==> src/disk_macros.svh <==
`ifndef DISK_MACROS_SVH
`define DISK_MACROS_SVH

// Controller registers on the CPU bus
`define BK_ADDR_MODE     16'o177130
`define BK_ADDR_LBA      16'o177132

// Word in CPU memory that receives the error code
`define BK_ADDR_ERRCODE  16'o52

// Extended memory mode after reset
`define BK_MODE_RESET    16'o140

// One sector in 16-bit words
`define BK_SECTOR_WORDS  256

// First disk number that has no partition entry
`define BK_MAX_DISK      125

// Image header, "BKHD" in read order
`define BK_HDD_SIG       32'h424B4844
`define BK_HDD_VER       8'd1

`endif

==> src/bk_bus_pkg.sv <==
`default_nettype none

package bk_bus_pkg;

	typedef logic [15:0] bk_word_t;
	typedef logic [15:0] bk_addr_t;

	// Which controller register the bus cycle selects
	typedef enum logic [1:0] {
		sel_none,
		sel_mode,
		sel_lba
	} bk_sel_t;

	// Codes posted to the error word
	typedef enum logic [7:0] {
		err_ok      = 8'd0,
		err_range   = 8'd5,
		err_no_disk = 8'd6,
		err_param   = 8'd10
	} bk_err_t;

endpackage

`default_nettype wire

==> src/vhd_pkg.sv <==
`default_nettype none

package vhd_pkg;

	typedef logic [31:0] lba_t;
	typedef logic [7:0]  sector_idx_t;
	typedef logic [31:0] hdr_word_t;

	typedef enum logic {
		mem_read,
		mem_write
	} mem_op_t;

	typedef enum logic [4:0] {
		st_idle,
		// Parameter fetch
		st_par_r3,
		st_par_disk,
		st_par_r0,
		st_par_r1,
		st_par_r2,
		st_par_psw,
		st_par_err,
		st_check,
		// Disk read
		st_rd_sect,
		st_rd_wait,
		st_rd_fetch,
		st_rd_copy,
		st_rd_mem,
		// Disk write
		st_wr_sect,
		st_wr_mem,
		st_wr_store,
		st_wr_wait,
		// Result
		st_result,
		st_res_psw,
		st_res_end
	} io_state_t;

endpackage

`default_nettype wire

==> src/mem_port.sv <==
`default_nettype none

module mem_port (
	input  logic                 clk_sys,
	input  logic                 reset,
	input  logic                 req,
	input  vhd_pkg::mem_op_t     op,
	input  bk_bus_pkg::bk_addr_t addr,
	input  bk_bus_pkg::bk_word_t wdata,
	input  logic [15:0]          dsk_copy_din,
	output logic                 done,
	output bk_bus_pkg::bk_word_t rdata,
	output logic [24:0]          dsk_copy_addr,
	output logic [15:0]          dsk_copy_dout,
	output logic                 dsk_copy_rd,
	output logic                 dsk_copy_we
);

	import vhd_pkg::*;

	// 0 idle, 1 address, 2 and 3 strobe
	logic [1:0] step;
	mem_op_t    op_r;

	always_ff @(posedge clk_sys) begin
		if (reset) begin
			step        <= 2'd0;
			done        <= 1'b0;
			dsk_copy_rd <= 1'b0;
			dsk_copy_we <= 1'b0;
		end else begin
			done <= 1'b0;
			case (step)
				2'd0: begin
					if (req) begin
						step <= 2'd1;
					end
				end
				2'd1: begin
					dsk_copy_rd <= (op_r == mem_read);
					dsk_copy_we <= (op_r == mem_write);
					step        <= 2'd2;
				end
				2'd2: begin
					step <= 2'd3;
				end
				default: begin
					dsk_copy_rd <= 1'b0;
					dsk_copy_we <= 1'b0;
					done        <= 1'b1;
					step        <= 2'd0;
				end
			endcase
		end
	end

	always_ff @(posedge clk_sys) begin
		if (req && step == 2'd0) begin
			op_r          <= op;
			dsk_copy_addr <= {9'd0, addr};
			dsk_copy_dout <= wdata;
		end
		if (step == 2'd3) begin
			rdata <= dsk_copy_din;
		end
	end

endmodule

`default_nettype wire

==> config.mk <==
export PLATFORM = sky130hd
export DESIGN_NAME = mem_port
export DESIGN_NICKNAME = d
export VERILOG_FILES = /design/src/disk_macros.svh /design/src/bk_bus_pkg.sv /design/src/vhd_pkg.sv /design/src/mem_port.sv
export SDC_FILE = /design/constraint.sdc
export NUM_CORES = 1
export LEC_CHECK = 0
export ABC_AREA = 1
export BUFFER_PORTS_ARGS = -buffer_cell sky130_fd_sc_hd__buf_2
export CAP_MARGIN = 30
export CORE_MARGIN = 8
export CORE_UTILIZATION = 40
export CTS_CLUSTER_SIZE = 20
export DETAILED_ROUTE_END_ITERATION = 8
export GPL_TIMING_DRIVEN = 0
export HOLD_SLACK_MARGIN = 0.15
export PLACE_DENSITY = 0.75
export SYNTH_ARGS = -nofsm -noshare
export SYNTH_HDL_FRONTEND = slang
export SYNTH_SLANG_ARGS = --single-unit
==> constraint.sdc <==
create_clock -name clk_sys -period 2.4 [get_ports clk_sys]
set_input_delay 0.48 -clock clk_sys [delete_from_list [all_inputs] [get_ports clk_sys]]
set_output_delay 0.48 -clock clk_sys [all_outputs]
set_load 0.03 [all_outputs]
* After elaboration in Yosys (flattened, before gate mapping)
Index checks and enable logic that the tools add are counted.
** Word-level totals
- Register bits after elaboration :: 54
- Bits of input ports :: 52
- Output and inout port bits :: 60
- Word-level logic and storage cells :: 22
** Operators by class
- Equal/unequal tests :: 4
- Mux-type cells :: 5
- Bitwise gates (word level) :: 1
- Reduce and logical (&&, ||, !) cells :: 4
** Operators with widths (count)
- 2-bit one-hot mux with 3 select lines :: 1
- 2-bit == test (second input constant) :: 2
- 1-bit one-hot mux with 2 select lines :: 2
- 3-bit OR reduction :: 1
- 2-bit by 1-bit == test with 1-bit output (second input constant) :: 1
- 2-bit zero test :: 1
- 2-bit 2-to-1 mux :: 1
- 2-bit inequality test (second input constant) :: 1
- 2-bit OR reduction :: 1
- 1-bit logical AND :: 1
- 1-bit 2-to-1 mux :: 1
- 1-bit inverter :: 1

* Logic depth before layout (Yosys ltp)
Gate-level depths: netlist of the first run.
- Depth in word-level cells :: 3
- Mapped depth :: 6
- Mapped depth without buffers :: 6

* Worst setup path before layout of the first run
OpenSTA, ideal clock, no wires.
- Path type :: register to register
- From :: register step[0]
- To :: register dsk_copy_addr[0], enable pin
- Library setup time :: 0.388 ns
- Arrival :: 1.361 ns
- Setup slack :: 0.652 ns
- Cell stages (with the launch flop) :: 5
- Period minus slack after synthesis :: 1.748 ns
- Cells stage by stage :: dfxtp_1 -> inv_1 -> ha_1 -> nand2_1 -> inv_1
** Between the ends
- Word-level cells in the longest chain between the ends :: 2
** Ends and longest elaborated chain
- start, declared :: line mem_port.sv:22 : logic [1:0] step;
- start signal, assigned :: line mem_port.sv:27 : step <= 2'd0;
- start signal, assigned :: line mem_port.sv:36 : step <= 2'd1;
- start signal, assigned :: line mem_port.sv:42 : step <= 2'd2;
- 2-bit zero test :: line mem_port.sv:58 : if (req && step == 2'd0) begin
- 1-bit logical AND :: line mem_port.sv:58
- end signal, assigned :: line mem_port.sv:60 : dsk_copy_addr <= {9'd0, addr};
- end, declared :: line mem_port.sv:13 : output logic [24:0] dsk_copy_addr,
Every way passes these cells.
A chain may end at the register's enable or synchronous reset.

* Worst setup path after layout of the first run
- From :: register step[0]
- To :: register dsk_copy_dout[0], enable pin
** Between the ends
- Word-level cells in the longest chain between the ends :: 2
** Ends and longest elaborated chain
- 2-bit zero test :: line mem_port.sv:58
- 1-bit logical AND :: line mem_port.sv:58
- end signal, assigned :: line mem_port.sv:61 : dsk_copy_dout <= wdata;
- end, declared :: line mem_port.sv:14 : output logic [15:0] dsk_copy_dout,
Every way passes these cells.

==> metrics, run 1 <==
DR vias/cell=4.31; CP max FO=25; Post-synth ARST share=0%; worst relative slew slack=54.5%; die width=84.0 um; Worst Hold Depth=1; clock transition at the registers of the reported paths=90 ps; r2r endpoint=dsk_copy_dout[0]; I/O pin count=112; cts-stage hold buffer count=0; wire per inst=14.9 um; CP Data Required Time=2400 ps; Synth area leaders=edfxtp_1 80%, dfxtp_1 5.4%, ha_1 4.1%; row count=24; routability cong.=0.736; Residual DRC=0; Tightest Pin Transition=682 ps; Yosys reg bits=54; share of the synthesized area in the top cell type=79.6%; CTS H-tree lvls=2; drt first pass iters=4; first-pass GRT wire length=6130 um; Peak VDD IR=0.000770 V; share of cells above drive strength 1=55.0%; Filler cells=373; syn avg cell area=18.0 sq um; synth unique cells=11; Buffers on Ports=102; FMAX=609 MHz; Hold Path End=dsk_copy_addr[0]; largest net degree at the start of global routing=26; Post-DP HPWL=3390 um; Post-synth EDFFs=49; max_cap viols=0; arrival time worst endpoint=1650 ps; root buffer cell=clkbuf_8; Core ar.=4410 sq um; Tcrit/Tclk final=68.5%; vias in the first global route=1209; Reg2Reg Depth=5; CTS max path bufs=2; total global routing track utilization=11.2%; Final Hold Viols=0; Mapped Area=1850 sq um; Post-layout nets=279; Tightest Hold Check Type=in -> reg; leakage power=1.18 nW; reg2reg setup slack=760 ps; RSZ-0062 raised after global routing=false; Worst Skew=7.18 ps; DRT antenna net count=0; CTS Buf Count=5; Worst-Skew Late Latency=290 ps; Die Height=84.0 um; Ys Warns=0; TritonCTS clock tree=done; Area Growth Syn to Fin=38.9%; Register Area=1570 sq um; Hold Startpoint=addr[0]; Synth area leader=edfxtp_1; Setup crit end kind=flip-flop; reg2reg start=step[0]; Sink Count=54; DR iter-0 viols=68; overflow left after global routing=0; status=finished, final reports clean; via count=1181; # setup viols final=0; die area=7060 sq um; n_diodes=0; post-layout util=58.2%; Synth top cells by count=49 x edfxtp_1, 10 x nand2_1, 9 x buf_4, 9 x inv_1, 9 x nor2_1; critical path class=reg -> reg; setup TNS=0 ps; Power Density=1020 nW/um^2; cells after synthesis=103; ys flop type=edfxtp_1; post-synthesis sequential area ratio=85.0%; startpoint types=flip-flop; Pins Over Slew Limit=0; fin crit period=1640 ps; multi-input logic area=203 sq um; Starting Density=41.9%; initial antenna violation count=0; CTS resizes=0; postcts setup bufs=0; most frequent cell after synthesis=edfxtp_1; DRT Wirelength=4090 um
-- worst max path at each step --
stage          startpoint               end  slack, ps  depth (start not counted)
6_report          step[0]  dsk_copy_dout[0]        760                          5
3_5_place_dp      step[0]  dsk_copy_addr[4]        740                          5
5_1_grt           step[0]  dsk_copy_dout[0]        600                          5
3_3_place_gp      step[0]  dsk_copy_addr[0]        360                          4
4_1_cts           step[0]  dsk_copy_dout[2]        740                          5
2_1_floorplan     step[0]  dsk_copy_addr[0]        650                          4
-- metal layers --
layer | GRT usage, % | part of all wire, % | wire length [um] | vias to the layer above
met3 | 4.69 | 8.4 | 343 | 7
met5 | 0 | 0 | 0 | -
li1 | - | - | - | 569
met2 | 19.4 | 51 | 2100 | 68
met1 | 11.4 | 38 | 1560 | 537
met4 | 5.34 | 2.2 | 91 | 0
-- flip-flops by register name (all words and copies together), names as in the netlist --
name           count
dsk_copy_dout     16
dsk_copy_we        1
step               2
dsk_copy_addr     16
done               1
dsk_copy_rd        1
rdata             16
op_r               1
-- cell usage in the layout (no fill, tap or decap) --
cell type | synthesis | routed
buf_2 | 0 | 102
nor2_2 | 2 | 2
nand3_1 | 2 | 2
conb_1 | 1 | 9
edfxtp_1 | 49 | 49
dfxtp_1 | 5 | 5
clkbuf_1 | 0 | 1
nor2_1 | 9 | 9
inv_1 | 9 | 9
ha_1 | 6 | 6
nand2_1 | 10 | 10
buf_16 | 0 | 1
buf_4 | 9 | 9
clkinv_4 | 0 | 1
inv_2 | 1 | 1
clkbuf_8 | 0 | 5
clkinv_2 | 0 | 1
-- cells by family after synthesis --
logic type | Yosys count | synth area share, %
flip-flops | 54 | 85.0
adder cells (fa/ha/maj) | 6 | 4.06
AND/OR/NAND/NOR | 23 | 5.07
other | 1 | 0.203
buffers and inverters | 19 | 5.68
-- power breakdown --
| group | internal, mW | switching [mW] | total [mW] |
|---|---|---|---|
| logic | 0.245 | 0.602 | 0.847 |
| registers | 1.25 | 0.0530 | 1.31 |
| clock network | 0.206 | 0.267 | 0.473 |
| total | 1.70 | 0.922 | 2.63 |
-- cell type report --
type | count | share of cell area [%]
buffer | 9 | 2.63
clock buffer | 6 | 2.83
clock inverter | 2 | 0.536
inverter | 10 | 1.46
multi-input combinational | 38 | 7.89
sequential | 54 | 61.2
tap | 52 | 2.53
timing repair buffer | 103 | 20.9
-- stage by stage --
stage                     setup slack (ps)  instances  hold WS, ps  power, mW  area, sq um
after global placement                 365        265          480       2.14         2450
after floorplan                        652        111          551       1.91         1880
final                                  757        274          352       2.63         2570
after CTS                              736        274          338       2.67         2570
after global routing                   602        274          328       2.78         2570
after detailed placement               745        266          485       2.19         2480
-- critical path, cell delays in order, from the launching register on --
cell and delay, ps:
dfxtp_1 350, inv_1 130, ha_1 250, nand2_1 70, inv_1 320, buf_16 230
(Power assumes the default switching activity.)
==> run 2: changes to the inputs <==
==> constraint.sdc (replaced) <==
create_clock -name clk_sys -period 1.65 [get_ports clk_sys]
set_input_delay 0.33 -clock clk_sys [delete_from_list [all_inputs] [get_ports clk_sys]]
set_output_delay 0.33 -clock clk_sys [all_outputs]
set_load 0.03 [all_outputs]
==> run 2 against run 1 <==
  * Register-to-register slack lost 630 ps
  * Total power grew 48%
  * Global-route usage grew 1.3 points
  * Via count grew 2.8%
  * Cell count grew 1.5%
  * Clock skew grew 2.6 ps
  * Critical endpoint is now dsk_copy_addr[12]
  * Largest cell class unchanged
==> metrics, run 2 (synthesis gave the netlist of run 1 again) <==
status=finished, final reports clean; Tightest Hold Check Type=in -> reg; vias in the first global route=1210 (+0.083%); Core ar.=4410 sq um (unchanged); fin crit period=1520 ps (-121 ps); uppermost layer routed=met4; worst relative slew slack=53.0% (-1.5 points); Tot Pwr=3.89 mW (+48%); Final Hold Viols=0 (unchanged); Filler cells=380 (+1.9%); clock transition at the registers of the reported paths=90 ps (about the same); largest net degree at the start of global routing=18 (-31%); CTS max path bufs=2 (unchanged); Tightest Pin Transition=704 ps (+22.3 ps); FMAX=657 MHz (+7.9%); Register Area=1570 sq um (unchanged); Worst Hold Depth=2 (+1); Setup crit end kind=flip-flop; I/O pin count=112 (unchanged); Starting Density=41.9% (unchanged); n_diodes=0 (unchanged); Post-layout nets=283 (+1.4%); # setup viols final=0 (unchanged); met3 routed wirelength=561 um (+64%); Sink Count=54 (unchanged); DRT Wirelength=4420 um (+8.3%); Residual DRC=0 (unchanged); overflow left after global routing=0 (unchanged); first-pass GRT wire length=6790 um (+11%); CTS Buf Count=5 (unchanged); CP Data Required Time=1720 ps (-680 ps); DR vias/cell=4.37 (+1.3%); Regs by FF count=dsk_copy_addr (16), dsk_copy_dout (16), rdata (16); leakage power=1.18 nW (+0.44%); Post-DP HPWL=3550 um (+4.7%); initial antenna violation count=0 (unchanged); startpoint types=flip-flop; row count=24 (unchanged); share of cells above drive strength 1=56.2% (+1.2 points); setup TNS=0 ps (unchanged); drt first pass iters=4 (unchanged); CTS H-tree lvls=2 (unchanged); routability cong.=0.721 (-2.1%); Worst-Skew Late Latency=300 ps (about the same); reg2reg start=step[0]; most common cell after layout, fill and taps aside=buf_2; DRT antenna net count=0 (unchanged); worst hold slack=194 ps (-158 ps); DR iter-0 viols=62 (-8.8%); arrival time worst endpoint=1590 ps (-60 ps); Met2 Wirelength=2120 um (+1.3%); design area=2590 sq um (+1.0%); metal1 wirelength=1640 um (+5.5%); critical path class=reg -> reg; Buffers on Ports=102 (unchanged); total global routing track utilization=12.5% (+1.3 points); multi-input logic area=203 sq um (unchanged); die width=84.0 um (unchanged); die area=7060 sq um (unchanged); max_cap viols=0 (unchanged); final non-filler cell total=278 (+1.5%); TritonCTS clock tree=done; Die Height=84.0 um (unchanged); RSZ-0062 raised after global routing=false; Worst Skew=9.75 ps (+2.57 ps); commonest cells after routing, fill and taps aside=102 x buf_2, 49 x edfxtp_1, 12 x buf_4; root buffer cell=clkbuf_8; placed cell areas=2460 sq um (-0.96%); Hold Startpoint=reset; cts-stage hold buffer count=0 (unchanged); Setup crit start=step[0]; CP max FO=7 (-72%); Reg2Reg Depth=5 (unchanged); wire per inst=15.9 um (+6.7%); via count=1214 (+2.8%); Area Growth Syn to Fin=40.3%; DP Cell Count=265 (-0.38%); Pins Over Slew Limit=0 (unchanged); Peak VDD IR=0.000706 V (-8.3%); Tcrit/Tclk final=92.3% (+24 points); Power Density=1500 nW/um^2 (+47%)
## run 2: cell types whose count changed in the layout (fill, tap and decap cells not counted), sizes merged
cell / previous run / this run
clkinv: 2 / 1
buf: 112 / 115
clkinvlp: 0 / 2
## run 2: timing repair
action,in CTS,in global routing
endpoints found under the setup margin,33,0
buffers inserted,4,0
gates resized for setup,1,0
## run 2: critical path: stages, from the launching register on
cell,delay [ps]
dfxtp_1,390
inv_1,120
ha_1,260
nand2_1,200
clkinvlp_4,150
buf_4,180
## run 2: final cells by class
| cell class | count | area share, % |
|---|---|---|
| Multi-Input combinational cell | 38 | 7.81 |
| Timing Repair inverter | 1 | 0.289 |
| Timing Repair Buffer | 106 | 21.3 |
| Inverter | 10 | 1.59 |
| Clock inverter | 2 | 0.530 |
| Clock buffer | 6 | 2.80 |
| Buffer | 9 | 2.60 |
| Tap cell | 52 | 2.51 |
| Sequential cell | 54 | 60.6 |
## run 2: per-stage QoR
step / utilization, % / worst slack, ps
after global placement: 55.7 / -229
after global routing: 58.8 / 14.8
after floorplan: - / 7.24
final: 58.8 / 127
after detailed placement: 55.7 / -260
after CTS: 58.8 / 112
## run 2: final timing paths
| path | to | slack, ps |
|---|---|---|
| worst max-delay path | dsk_copy_addr[12] | 130 |
| worst min register to register | dsk_copy_we | 500 |
| worst min-delay path | done | 190 |
| worst max register to register | dsk_copy_addr[12] | 130 |
## run 2: power breakdown
group | internal (mW) | leakage (nW) | switching (mW)
Clock | 0.303 | 0.0456 | 0.407
Combinational | 0.379 | 0.641 | 0.903
Sequential | 1.82 | 0.498 | 0.0797
## run 2: layer usage
layer / vias up / track usage, %
met1: 548 / 12.3
met2: 79 / 20.5
met3: 9 / 7.62
met4: 0 / 5.65
li1: 578 / -
met5: - / 0
