==> config.mk <==
export PLATFORM = sky130hd
export DESIGN_NAME = bus_regs
export DESIGN_NICKNAME = d
export VERILOG_FILES = /design/src/bk_bus_pkg.sv /design/src/bus_regs.sv
export VERILOG_INCLUDE_DIRS = /design/src
export SDC_FILE = /design/constraint.sdc
export NUM_CORES = 1
export LEC_CHECK = 0
export BUFFER_PORTS_ARGS = -buffer_cell sky130_fd_sc_hd__buf_4
export CAP_MARGIN = 20
export CORE_MARGIN = 1.5
export CORE_UTILIZATION = 38
export CTS_BUF_LIST = sky130_fd_sc_hd__clkbuf_4
export CTS_CLUSTER_DIAMETER = 150
export DETAILED_ROUTE_END_ITERATION = 16
export GPL_TIMING_DRIVEN = 0
export PLACE_DENSITY_LB_ADDON = 0.05
export SLEW_MARGIN = 20
export SYNTH_ARGS = -nofsm -noshare
export SYNTH_HDL_FRONTEND = slang
export SYNTH_SLANG_ARGS = --single-unit
==> constraint.sdc <==
create_clock -name clk_sys -period 1.7 [get_ports clk_sys]
set_input_delay 0.17 -clock clk_sys [delete_from_list [all_inputs] [get_ports clk_sys]]
set_output_delay 0.17 -clock clk_sys [all_outputs]
set_load 0.01 [all_outputs]
==> src/disk_macros.svh <==
`ifndef DISK_MACROS_SVH
`define DISK_MACROS_SVH

// Controller registers on the CPU bus
`define BK_ADDR_MODE     16'o177130
`define BK_ADDR_LBA      16'o177132

// Word in CPU memory that receives the error code
`define BK_ADDR_ERRCODE  16'o52

// Extended memory mode after reset
`define BK_MODE_RESET    16'o140

// One sector in 16-bit words
`define BK_SECTOR_WORDS  256

// First disk number that has no partition entry
`define BK_MAX_DISK      125

// Image header, "BKHD" in read order
`define BK_HDD_SIG       32'h424B4844
`define BK_HDD_VER       8'd1

`endif

==> src/bk_bus_pkg.sv <==
`default_nettype none

package bk_bus_pkg;

	typedef logic [15:0] bk_word_t;
	typedef logic [15:0] bk_addr_t;

	// Which controller register the bus cycle selects
	typedef enum logic [1:0] {
		sel_none,
		sel_mode,
		sel_lba
	} bk_sel_t;

	// Codes posted to the error word
	typedef enum logic [7:0] {
		err_ok      = 8'd0,
		err_range   = 8'd5,
		err_no_disk = 8'd6,
		err_param   = 8'd10
	} bk_err_t;

endpackage

`default_nettype wire

==> src/bus_regs.sv <==
`default_nettype none

`include "disk_macros.svh"

module bus_regs (
	input  logic                 clk_sys,
	input  logic                 reset,
	input  logic                 disk_rom,
	input  logic [15:0]          bus_addr,
	input  logic [15:0]          bus_din,
	input  logic                 bus_sync,
	input  logic                 bus_we,
	input  logic [1:0]           bus_wtbt,
	input  logic                 bus_stb,
	output logic                 bus_ack,
	output bk_bus_pkg::bk_word_t ext_mode,
	output logic                 start,
	output bk_bus_pkg::bk_addr_t sp
);

	import bk_bus_pkg::*;

	bk_sel_t sel;
	logic    stb_d;
	logic    stb_rise;
	logic    armed;

	// Word address compare, byte bit ignored
	always_comb begin
		sel = sel_none;
		if (bus_sync && disk_rom) begin
			if ({bus_addr[15:1], 1'b0} == `BK_ADDR_MODE && bus_wtbt[0]) begin
				sel = sel_mode;
			end else if ({bus_addr[15:1], 1'b0} == `BK_ADDR_LBA && bus_we) begin
				sel = sel_lba;
			end
		end
	end

	assign bus_ack  = bus_sync & bus_stb & (sel != sel_none);
	assign stb_rise = bus_stb & ~stb_d;
	assign start    = stb_rise & (sel == sel_lba);
	assign sp       = bus_din;

	always_ff @(posedge clk_sys) begin
		if (reset) begin
			stb_d    <= 1'b0;
			armed    <= 1'b0;
			ext_mode <= `BK_MODE_RESET;
		end else begin
			stb_d <= bus_stb;
			if (stb_rise && sel == sel_mode && bus_we) begin
				ext_mode[3:2] <= bus_din[3:2];
				// A write of 6 unlocks the next write to the memory mode bits
				if (armed) begin
					ext_mode[6:4]  <= bus_din[6:4];
					ext_mode[11:8] <= {bus_din[0], bus_din[3], bus_din[2], bus_din[10]};
					armed          <= 1'b0;
				end else begin
					armed <= (bus_din == 16'o6);
				end
			end
		end
	end

endmodule

`default_nettype wire

---- After elaboration in Yosys (flattened, before gate mapping) ----
Index checks and enable logic that the tools add are counted.
word-level totals
  register bits ........................... 11
  input port bits ......................... 40
  output and inout bits ................... 34
cells by class
  equal/unequal tests ..................... 5
  multiplexer cells ....................... 4
  bitwise logic cells ..................... 5
  reduce and logical (&&, ||, !) cells .... 7
operators with widths
  cell                    count
  $eq A15 B15 Y1 const B  2
  $eq A16 B3 Y1 const B   1
  $mux W2                 3
  $logic_and A1 B1 Y1     5
  $and A1 B1 Y1           4
  $eq A2 B1 Y1 const B    1
  $eq A2 B2 Y1 const B    1
  $reduce_and A2 Y1       1
  $reduce_bool A2 Y1      1
  $mux W1                 1
  $not A1 Y1              1

---- Longest topological paths before layout ----
Gate-level depths: netlist (run 1).
  depth in word-level cells ............... 9
  mapped depth ............................ 5
  mapped depth without buffers ............ 4

---- Worst setup path after synthesis (run 1) ----
No wires, ideal clock.
  kind .................................... input to output
  start point ............................. input port bus_addr[15]
  end point ............................... output port bus_ack
  arrival ................................. 1.240 ns
  setup slack ............................. 0.290 ns
  cell stages on the path ................. 4
  buffers on the path ..................... 1
  cell sequence ........................... nand2_1 or4_4 buf_6 nor3_1
on the way
  cells in the longest elaborated chain, start to end .. 7
  elaborated cells between the ends (all ways) .. 9
  classes of those cells .................. eq/ne (2); mux (3); bitwise (1); reduce/logical (3)
ends and longest elaborated chain
  what                             line            text
  start: declaration               bus_regs.sv:9   input logic [15:0] bus_addr,
  $eq A15 B15 Y1 (no source line)  n/a
  $logic_and A1 B1 Y1              bus_regs.sv:34  end else if ({bus_addr[15:1], 1'b0} == `BK_ADDR_LBA && bus_we) begin
  $mux W2                          bus_regs.sv:34
  $mux W2 *                        bus_regs.sv:32  if ({bus_addr[15:1], 1'b0} == `BK_ADDR_MODE && bus_wtbt[0]) begin
  $mux W2 *                        bus_regs.sv:31  if (bus_sync && disk_rom) begin
  $reduce_bool A2 Y1 *             bus_regs.sv:40  assign bus_ack = bus_sync & bus_stb & (sel != sel_none);
  $and A1 B1 Y1 *                  bus_regs.sv:40
  end: declaration                 bus_regs.sv:15  output logic bus_ack,
Every way passes the cells marked *; elsewhere a longest branch is shown, timed or not.

---- Worst setup path after layout (run 1) ----
  start point ............................. input port bus_addr[15]
  end point ............................... output port start
on the way
  cells in the longest elaborated chain, start to end .. 7
  elaborated cells between the ends (all ways) .. 9
  classes of those cells .................. eq/ne (3); mux (3); bitwise (1); reduce/logical (2)
ends and longest elaborated chain
  what                             line            text
  $eq A15 B15 Y1 (no source line)  n/a
  $logic_and A1 B1 Y1              bus_regs.sv:34
  $mux W2                          bus_regs.sv:34
  $mux W2 *                        bus_regs.sv:32
  $mux W2 *                        bus_regs.sv:31
  $eq A2 B2 Y1 *                   bus_regs.sv:42  assign start = stb_rise & (sel == sel_lba);
  $and A1 B1 Y1 *                  bus_regs.sv:42
  end: declaration                 bus_regs.sv:17  output logic start,
Marks and branches as above.

==> reports/qor.txt, run 1 <==
====================================================================================================
Outcome                                                                                    completed
Number of DRC violations after detailed routing                                                    0
Clock-pin slew reported for the worst setup and hold paths after clock tree synthesis        0.08 ns
Final clock skew                                                                          0.00246 ns
Post-cts gate resize count                                                                         0
Global-route wire length before repair                                                       3.37 mm
Required time at the worst-slack endpoint                                                    1.53 ns
Post-route ant nets                                                                                0
Pre-CTS setup slack                                                                        0.0887 ns
Die area                                                                                0.00237 mm^2
Minimum clock period                                                                         1.60 ns
Cell at the slowest stage of the critical path                                          sky130_fd_sc_hd__or4_4
CTS HTree Levels                                                                                   1
Post-CTS setup repair buffer count                                                                 0
Largest net degree at the start of global routing                                                 11
Cell internal pwr                                                                           0.487 mW
Max Clk Rate                                                                                 625 MHz
Max-capacitance violation count                                                                    0
Most common cell type on the critical path                                              sky130_fd_sc_hd__buf_4
Overflow after GRT                                                                                 0
Number of global-route vias before repair                                                        817
Global routing usage summed across all routing layers                                          0.179
Maximum buffer depth of the clock tree                                                             2
Commonest non-fill, non-tap cell in the layout                                          sky130_fd_sc_hd__buf_4
Seq/Total Area, Yosys                                                                          0.278
Clock buffers created by TritonCTS                                                                 3
Horizontal extent of the die                                                                 48.7 um
Startpoint of the lowest-slack register-to-register path                                stb_d$_SDFF_PP0_
Initial antenna violation count                                                                    0
Number of I/O pins                                                                                74
Count of different cell masters after synthesis                                                   26
Switching power as a share of total power                                                      0.255
Worst Setup Path Type                                                                         in2out
Number of enable flip-flop cells after synthesis                                                   0
Synth async-reset ratio                                                                            0
Headroom to the max-slew limit                                                                 0.563
Routability-driven placement congestion ratio                                                  0.717
Worst hold path startpoint                                                                     reset
Setup slack of the worst register-to-register path                                           0.24 ns
Hold Fails Final Rpt                                                                               0
Core Footprint                                                                          0.00196 mm^2
Mean Syn Cell Area                                                                         8.44 um^2
Root buf cell                                                                           sky130_fd_sc_hd__clkbuf_4
Power density over cell area                                                             480 mW/mm^2
Number of iterations in the first detailed-routing pass                                            4
TritonCTS clock tree                                                                            done
Antenna diode instance count                                                                       0
Die Y                                                                                        48.7 um
Detailed Route Iter0 Violations                                                                   11
Initial cell density of the core                                                               0.404
Share of power burned in the clock network                                                     0.314
Switching power                                                                             0.167 mW
Setup ws final                                                                              0.100 ns
Critical Path Source Type                                                                 input port
Cell area after technology mapping                                                          793 um^2
Detailed-route wire length                                                                   2.07 mm
Layout cell share with drive strength beyond 1                                                 0.583
Sequential fraction of design power                                                            0.398
Final HPWL from detailed placement                                                           1.73 mm
Sum Neg Setup Slack                                                                             0 ns
Class of the most critical hold timing path                                                   in2reg
Fin. max-slew vios                                                                                 0
Post-route clock period utilization                                                            0.941
Stage delay of the slowest cell on the critical path                                         0.56 ns
Buffers & Inverters on Critical Path                                                               3
Number of clock sinks                                                                             11
Clock latency on the worst-skew pair                                                         0.28 ns
Crit Reg-Reg Endpoint                                                                   ext_mode[6]$_SDFFE_PP1P_
Leakage component of the power                                                              0.651 nW
Kind of capture point of the worst setup path                                           primary output
Final-report setup violation count                                                                 0
Worst VDD drop                                                                              0.453 mV
Setup repair after global routing missed its margin                                               no
Row cnt                                                                                           16
Slew of the pin with the lowest slew margin                                                 0.650 ns
Total stage count of the critical path                                                             6
# hold bufs at CTS                                                                                 0
Combinational power share                                                                      0.288
Total number of yosys warnings                                                                     0
Seq cells post-synth                                                                              11
Sink of the worst hold path                                                             stb_d$_SDFF_PP0_
Critical Path, Cell by Cell                                                             buf_4 -> nand2_1 -> or4_4 -> buf_6 -> nor4b_4 -> buf_4
Flip-flop cell with the highest count after synthesis                                   sky130_fd_sc_hd__dfxtp_1
Category of cells accounting for the largest share of critical-path delay               simple AND/OR/NAND/NOR gates
Critical Path Fanout Max                                                                          10
I/O Buffers                                                                                       64
Relative area change from synthesis to final layout                                            71.5%
Cell count after synthesis                                                                        94
Vias per cell                                                                                   4.74
Worst-case reg-to-reg path depth                                                                   4
Nets                                                                                             209
Routed wire per std cell                                                                     10.6 um
Worst EP arrival                                                                             1.43 ns
Number of cells on the worst hold path                                                             2
Vias post-DR                                                                                     925
Highest-count cells in the layout ignoring fill and taps                                sky130_fd_sc_hd__buf_4, sky130_fd_sc_hd__dfxtp_1
====================================================================================================
==> Yosys cell counts, drive strengths merged (3+ instances only) <==
library cell,n,share of area
dfxtp,11,0.28
nor2,6,0.035
nor4,5,0.047
buf,24,0.23
nand2,4,0.019
nand4,4,0.032
mux2i,3,0.038
a21oi,7,0.044
o21ai,8,0.050
nand3,7,0.044
==> worst reg2reg max path, cell delays in order (launching register included) <==
cell and delay [ns]:
sky130_fd_sc_hd__dfxtp_1 0.35, sky130_fd_sc_hd__and4bb_1 0.32, sky130_fd_sc_hd__nand4_1 0.29, sky130_fd_sc_hd__nor2_2 0.24
sky130_fd_sc_hd__mux2i_1 0.20
==> kinds of logic (layout without fill, tap and decap cells) <==
kind of cell	after synthesis	after routing	synth area share
AO/OA/AOI/OAI	15	15	0.0946
AND/OR/NAND/NOR	39	39	0.349
buffers and inverters	25	93	0.237
other	1	7	0.00473
multiplexers	3	3	0.0379
flip-flops	11	11	0.278
==> worst max-delay path by stage <==
stage | to | start
2_1_floorplan | bus_ack | bus_addr[15]
6_report | start | bus_addr[15]
3_3_place_gp | start | bus_addr[15]
3_5_place_dp | start | bus_addr[15]
4_1_cts | start | bus_addr[15]
5_1_grt | start | bus_addr[15]
==> power groups by stage <==
| stage | registers, mW | logic (mW) | clock network [mW] |
|---|---|---|---|
| 3_3_place_gp | 0.266 | 0.185 | 0 |
| 3_5_place_dp | 0.266 | 0.189 | 0 |
| 5_1_grt | 0.260 | 0.203 | 0.217 |
| 6_report | 0.260 | 0.188 | 0.205 |
| 2_1_floorplan | 0.266 | 0.0784 | 0 |
| 4_1_cts | 0.260 | 0.189 | 0.205 |
==> registers in the layout, summed over array words and instances, names as in the netlist <==
signal	flops
ext_mode	9
stb_d	1
armed	1
==> stage by stage <==
step | instance area (um^2) | hold slack, ns | power, mW | util | cells
floorplan | 816 | 0.242 | 0.344 | - | 100
global placement | 1330 | 0.374 | 0.451 | 0.678 | 191
detailed placement | 1330 | 0.378 | 0.455 | 0.678 | 191
CTS | 1360 | 0.0887 | 0.654 | 0.693 | 195
global route | 1360 | 0.0891 | 0.680 | 0.693 | 195
finish | 1360 | 0.0878 | 0.653 | 0.693 | 195
==> metal layers <==
layer  vias to the layer above  share of wire  routed length, um  global-route usage
met2                        49           0.50               1040               0.320
met4                         0          0.019                 40              0.0857
li1                        460              -                  -                   -
met3                         4          0.097                200              0.0432
met1                       412           0.38                792               0.198
met5                         -              0                  0                   0
==> cell type report <==
type | count | area [um^2]
Buffer | 25 | 188
Clock buffer | 4 | 30.0
Fill cell | 162 | 602
Multi-Input combinational cell | 64 | 408
Sequential cell | 11 | 220
Tap cell | 27 | 33.8
Timing Repair Buffer | 64 | 480
Note: power is estimated with default switching activity, not from simulation.
==> run 2: changes to the inputs <==
- CORE_UTILIZATION: 38 -> 36
- CTS_BUF_LIST: sky130_fd_sc_hd__clkbuf_4 -> not set
==> run 2 against run 1 <==
  * Via count decreased by 0.11%
  * Design area down 0.28%
  * Die area rose by 5.2%
  * Count of clock-buffer cells in the layout stayed put
  * Final cell count is the same
  * Total power decreased by 4.5%
  * First-iteration DRC count is 36% higher
  * Fmax is 0.22% higher
  * Highest routed layer is now met3
==> reports/qor.txt, run 2 (synthesis gave the netlist of run 1 again) <==
====================================================================================================
Outcome                                                                                    completed   unchanged
Crit Reg-Reg Endpoint                                                                   ext_mode[5]$_SDFFE_PP1P_   was ext_mode[6]$_SDFFE_PP1P_
Reg with most FFs                                                                           ext_mode   unchanged
Clock-pin slew reported for the worst setup and hold paths after clock tree synthesis        0.06 ns   was 0.08 ns
Number of DRC violations after detailed routing                                                    0   unchanged
Vias post-DR                                                                                     924   was 925
Slew of the pin with the lowest slew margin                                                 0.597 ns   was 0.650 ns
Number of global-route vias before repair                                                        866   was 817
Max reg flops                                                                                      9   unchanged
Post-cts gate resize count                                                                         0   unchanged
Setup ws final                                                                              0.104 ns   was 0.100 ns
Detailed Route Iter0 Violations                                                                   15   was 11
Minimum clock period                                                                         1.60 ns   about the same
Setup repair after global routing missed its margin                                               no   unchanged
Combinational power share                                                                      0.304   was 0.288
Root buf cell                                                                           sky130_fd_sc_hd__clkbuf_4   unchanged
Area occupied by multi-input gates                                                          408 um^2   unchanged
Largest net degree at the start of global routing                                                 11   unchanged
Clock buffers created by TritonCTS                                                                 3   unchanged
Seq. cell area                                                                              220 um^2   unchanged
Sequential fraction of design power                                                            0.417   was 0.398
Class of the most critical hold timing path                                                   in2reg   unchanged
CTS HTree Levels                                                                                   1   unchanged
Power density over cell area                                                             460 mW/mm^2   was 480 mW/mm^2
Critical path destination                                                                    bus_ack   was start
Layout cell share with drive strength beyond 1                                                 0.577   was 0.583
Kind of capture point of the worst setup path                                           primary output   unchanged
Antenna diode instance count                                                                       0   unchanged
Cell internal pwr                                                                           0.471 mW   was 0.487 mW
Highest-count cells in the layout ignoring fill and taps                                sky130_fd_sc_hd__buf_4, sky130_fd_sc_hd__dfxtp_1   unchanged
Critical Path Source Type                                                                 input port   unchanged
Count of placed standard cells in the final layout, fillers left out                             195   unchanged
Horizontal extent of the die                                                                 49.9 um   was 48.7 um
Switching power                                                                             0.153 mW   was 0.167 mW
Placed Cells                                                                                     191   unchanged
Clock latency on the worst-skew pair                                                         0.26 ns   was 0.28 ns
Die Y                                                                                        49.9 um   was 48.7 um
Detailed-route wire length                                                                   2.24 mm   was 2.07 mm
Vias per cell                                                                                   4.74   about the same
Commonest non-fill, non-tap cell in the layout                                          sky130_fd_sc_hd__buf_4   unchanged
Post-route ant nets                                                                                0   unchanged
Maximum buffer depth of the clock tree                                                             2   unchanged
Worst-case reg-to-reg path depth                                                                   4   unchanged
Die area                                                                                0.00249 mm^2   was 0.00237 mm^2
TritonCTS clock tree                                                                            done   unchanged
Fin. max-slew vios                                                                                 0   unchanged
Initial cell density of the core                                                               0.392   was 0.404
Sum Neg Setup Slack                                                                             0 ns   unchanged
Required time at the worst-slack endpoint                                                    1.53 ns   about the same
Post-CTS setup repair buffer count                                                                 0   unchanged
# hold bufs at CTS                                                                                 0   unchanged
Worst hold slack after final layout                                                         0.107 ns   was 0.0878 ns
Core Footprint                                                                          0.00202 mm^2   was 0.00196 mm^2
Worst VDD drop                                                                              0.573 mV   was 0.453 mV
Post-route clock period utilization                                                            0.939   was 0.941
Global routing usage summed across all routing layers                                          0.197   was 0.179
Nets                                                                                             209   unchanged
Overflow after GRT                                                                                 0   unchanged
Leakage component of the power                                                              0.647 nW   was 0.651 nW
Number of iterations in the first detailed-routing pass                                            4   unchanged
Routed wire per std cell                                                                     11.5 um   was 10.6 um
Max Clk Rate                                                                                 626 MHz   was 625 MHz
Initial antenna violation count                                                                    0   unchanged
Worst EP arrival                                                                             1.43 ns   about the same
Startpoint of the lowest-slack register-to-register path                                stb_d$_SDFF_PP0_   unchanged
Number of clock sinks                                                                             11   unchanged
Switching power as a share of total power                                                      0.246   was 0.255
I/O Buffers                                                                                       64   unchanged
Top Registers                                                                           ext_mode: 9 flops, armed: 1 flops, stb_d: 1 flops   unchanged
Row cnt                                                                                           16   unchanged
CP Launch Point                                                                         bus_addr[15]   unchanged
Hold Fails Final Rpt                                                                               0   unchanged
Final HPWL from detailed placement                                                           1.90 mm   was 1.73 mm
Number of fill cells in the layout                                                               189   was 162
Relative area change from synthesis to final layout                                            71.0%   was 71.5%
Final-report setup violation count                                                                 0   unchanged
Final clock skew                                                                          0.00110 ns   was 0.00246 ns
Critical Path Fanout Max                                                                          10   unchanged
Pre-CTS setup slack                                                                        0.0840 ns   was 0.0887 ns
Worst Setup Path Type                                                                         in2out   unchanged
Headroom to the max-slew limit                                                                 0.599   was 0.563
Number of I/O pins                                                                                74   unchanged
Share of power burned in the clock network                                                     0.279   was 0.314
Setup slack of the worst register-to-register path                                           0.21 ns   was 0.24 ns
Global-route wire length before repair                                                       3.88 mm   was 3.37 mm
Max-capacitance violation count                                                                    0   unchanged
Routability-driven placement congestion ratio                                                  0.786   was 0.717
====================================================================================================
-- run 2: cell counts in the layout (fill, tap and decap cells not counted) --
Identical to the previous run, type by type.
-- run 2: critical path, cell delays in order --
cell and delay [ns]:
sky130_fd_sc_hd__buf_4 0.08, sky130_fd_sc_hd__nand2_1 0.07, sky130_fd_sc_hd__or4_4 0.55, sky130_fd_sc_hd__buf_6 0.17
sky130_fd_sc_hd__nor3_1 0.23, sky130_fd_sc_hd__buf_4 0.17
-- run 2: cell type report --
| cell class | instances | area share |
|---|---|---|
| clock buffer | 4 | 0.0194 |
| tap | 27 | 0.0249 |
| sequential | 11 | 0.162 |
| timing repair buffer | 64 | 0.354 |
| buffer | 25 | 0.138 |
| multi-input combinational | 64 | 0.301 |
-- run 2: layer usage --
layer / up-vias / routed length, um / global-route usage
li1: 459 / - / -
met1: 423 / 864 / 0.227
met2: 42 / 1190 / 0.367
met3: 0 / 186 / 0.0636
met4: 0 / 0 / 0.0139
met5: - / 0 / 0
-- run 2: worst min path at each step --
| stage | startpoint | to | cells after the start |
|---|---|---|---|
| after floorplan | reset | stb_d$_SDFF_PP0_ | 1 |
| after global placement | reset | stb_d$_SDFF_PP0_ | 2 |
| after detailed placement | reset | stb_d$_SDFF_PP0_ | 2 |
| after CTS | reset | stb_d$_SDFF_PP0_ | 2 |
| after global routing | reset | stb_d$_SDFF_PP0_ | 2 |
| final | reset | stb_d$_SDFF_PP0_ | 2 |
-- run 2: power groups by stage --
stage	registers, mW	logic, mW	clock network [mW]
after floorplan	0.266	0.0784	0
after global placement	0.266	0.186	0
after detailed placement	0.266	0.190	0
after CTS	0.260	0.190	0.178
after global routing	0.260	0.204	0.200
final	0.260	0.190	0.174
-- run 2: per-stage QoR --
| stage | area (um^2) | power (mW) | util |
|---|---|---|---|
| floorplan | 816 | 0.344 | - |
| global placement | 1330 | 0.453 | 0.658 |
| detailed placement | 1330 | 0.456 | 0.658 |
| CTS | 1360 | 0.629 | 0.671 |
| global route | 1360 | 0.665 | 0.671 |
| finish | 1360 | 0.624 | 0.671 |
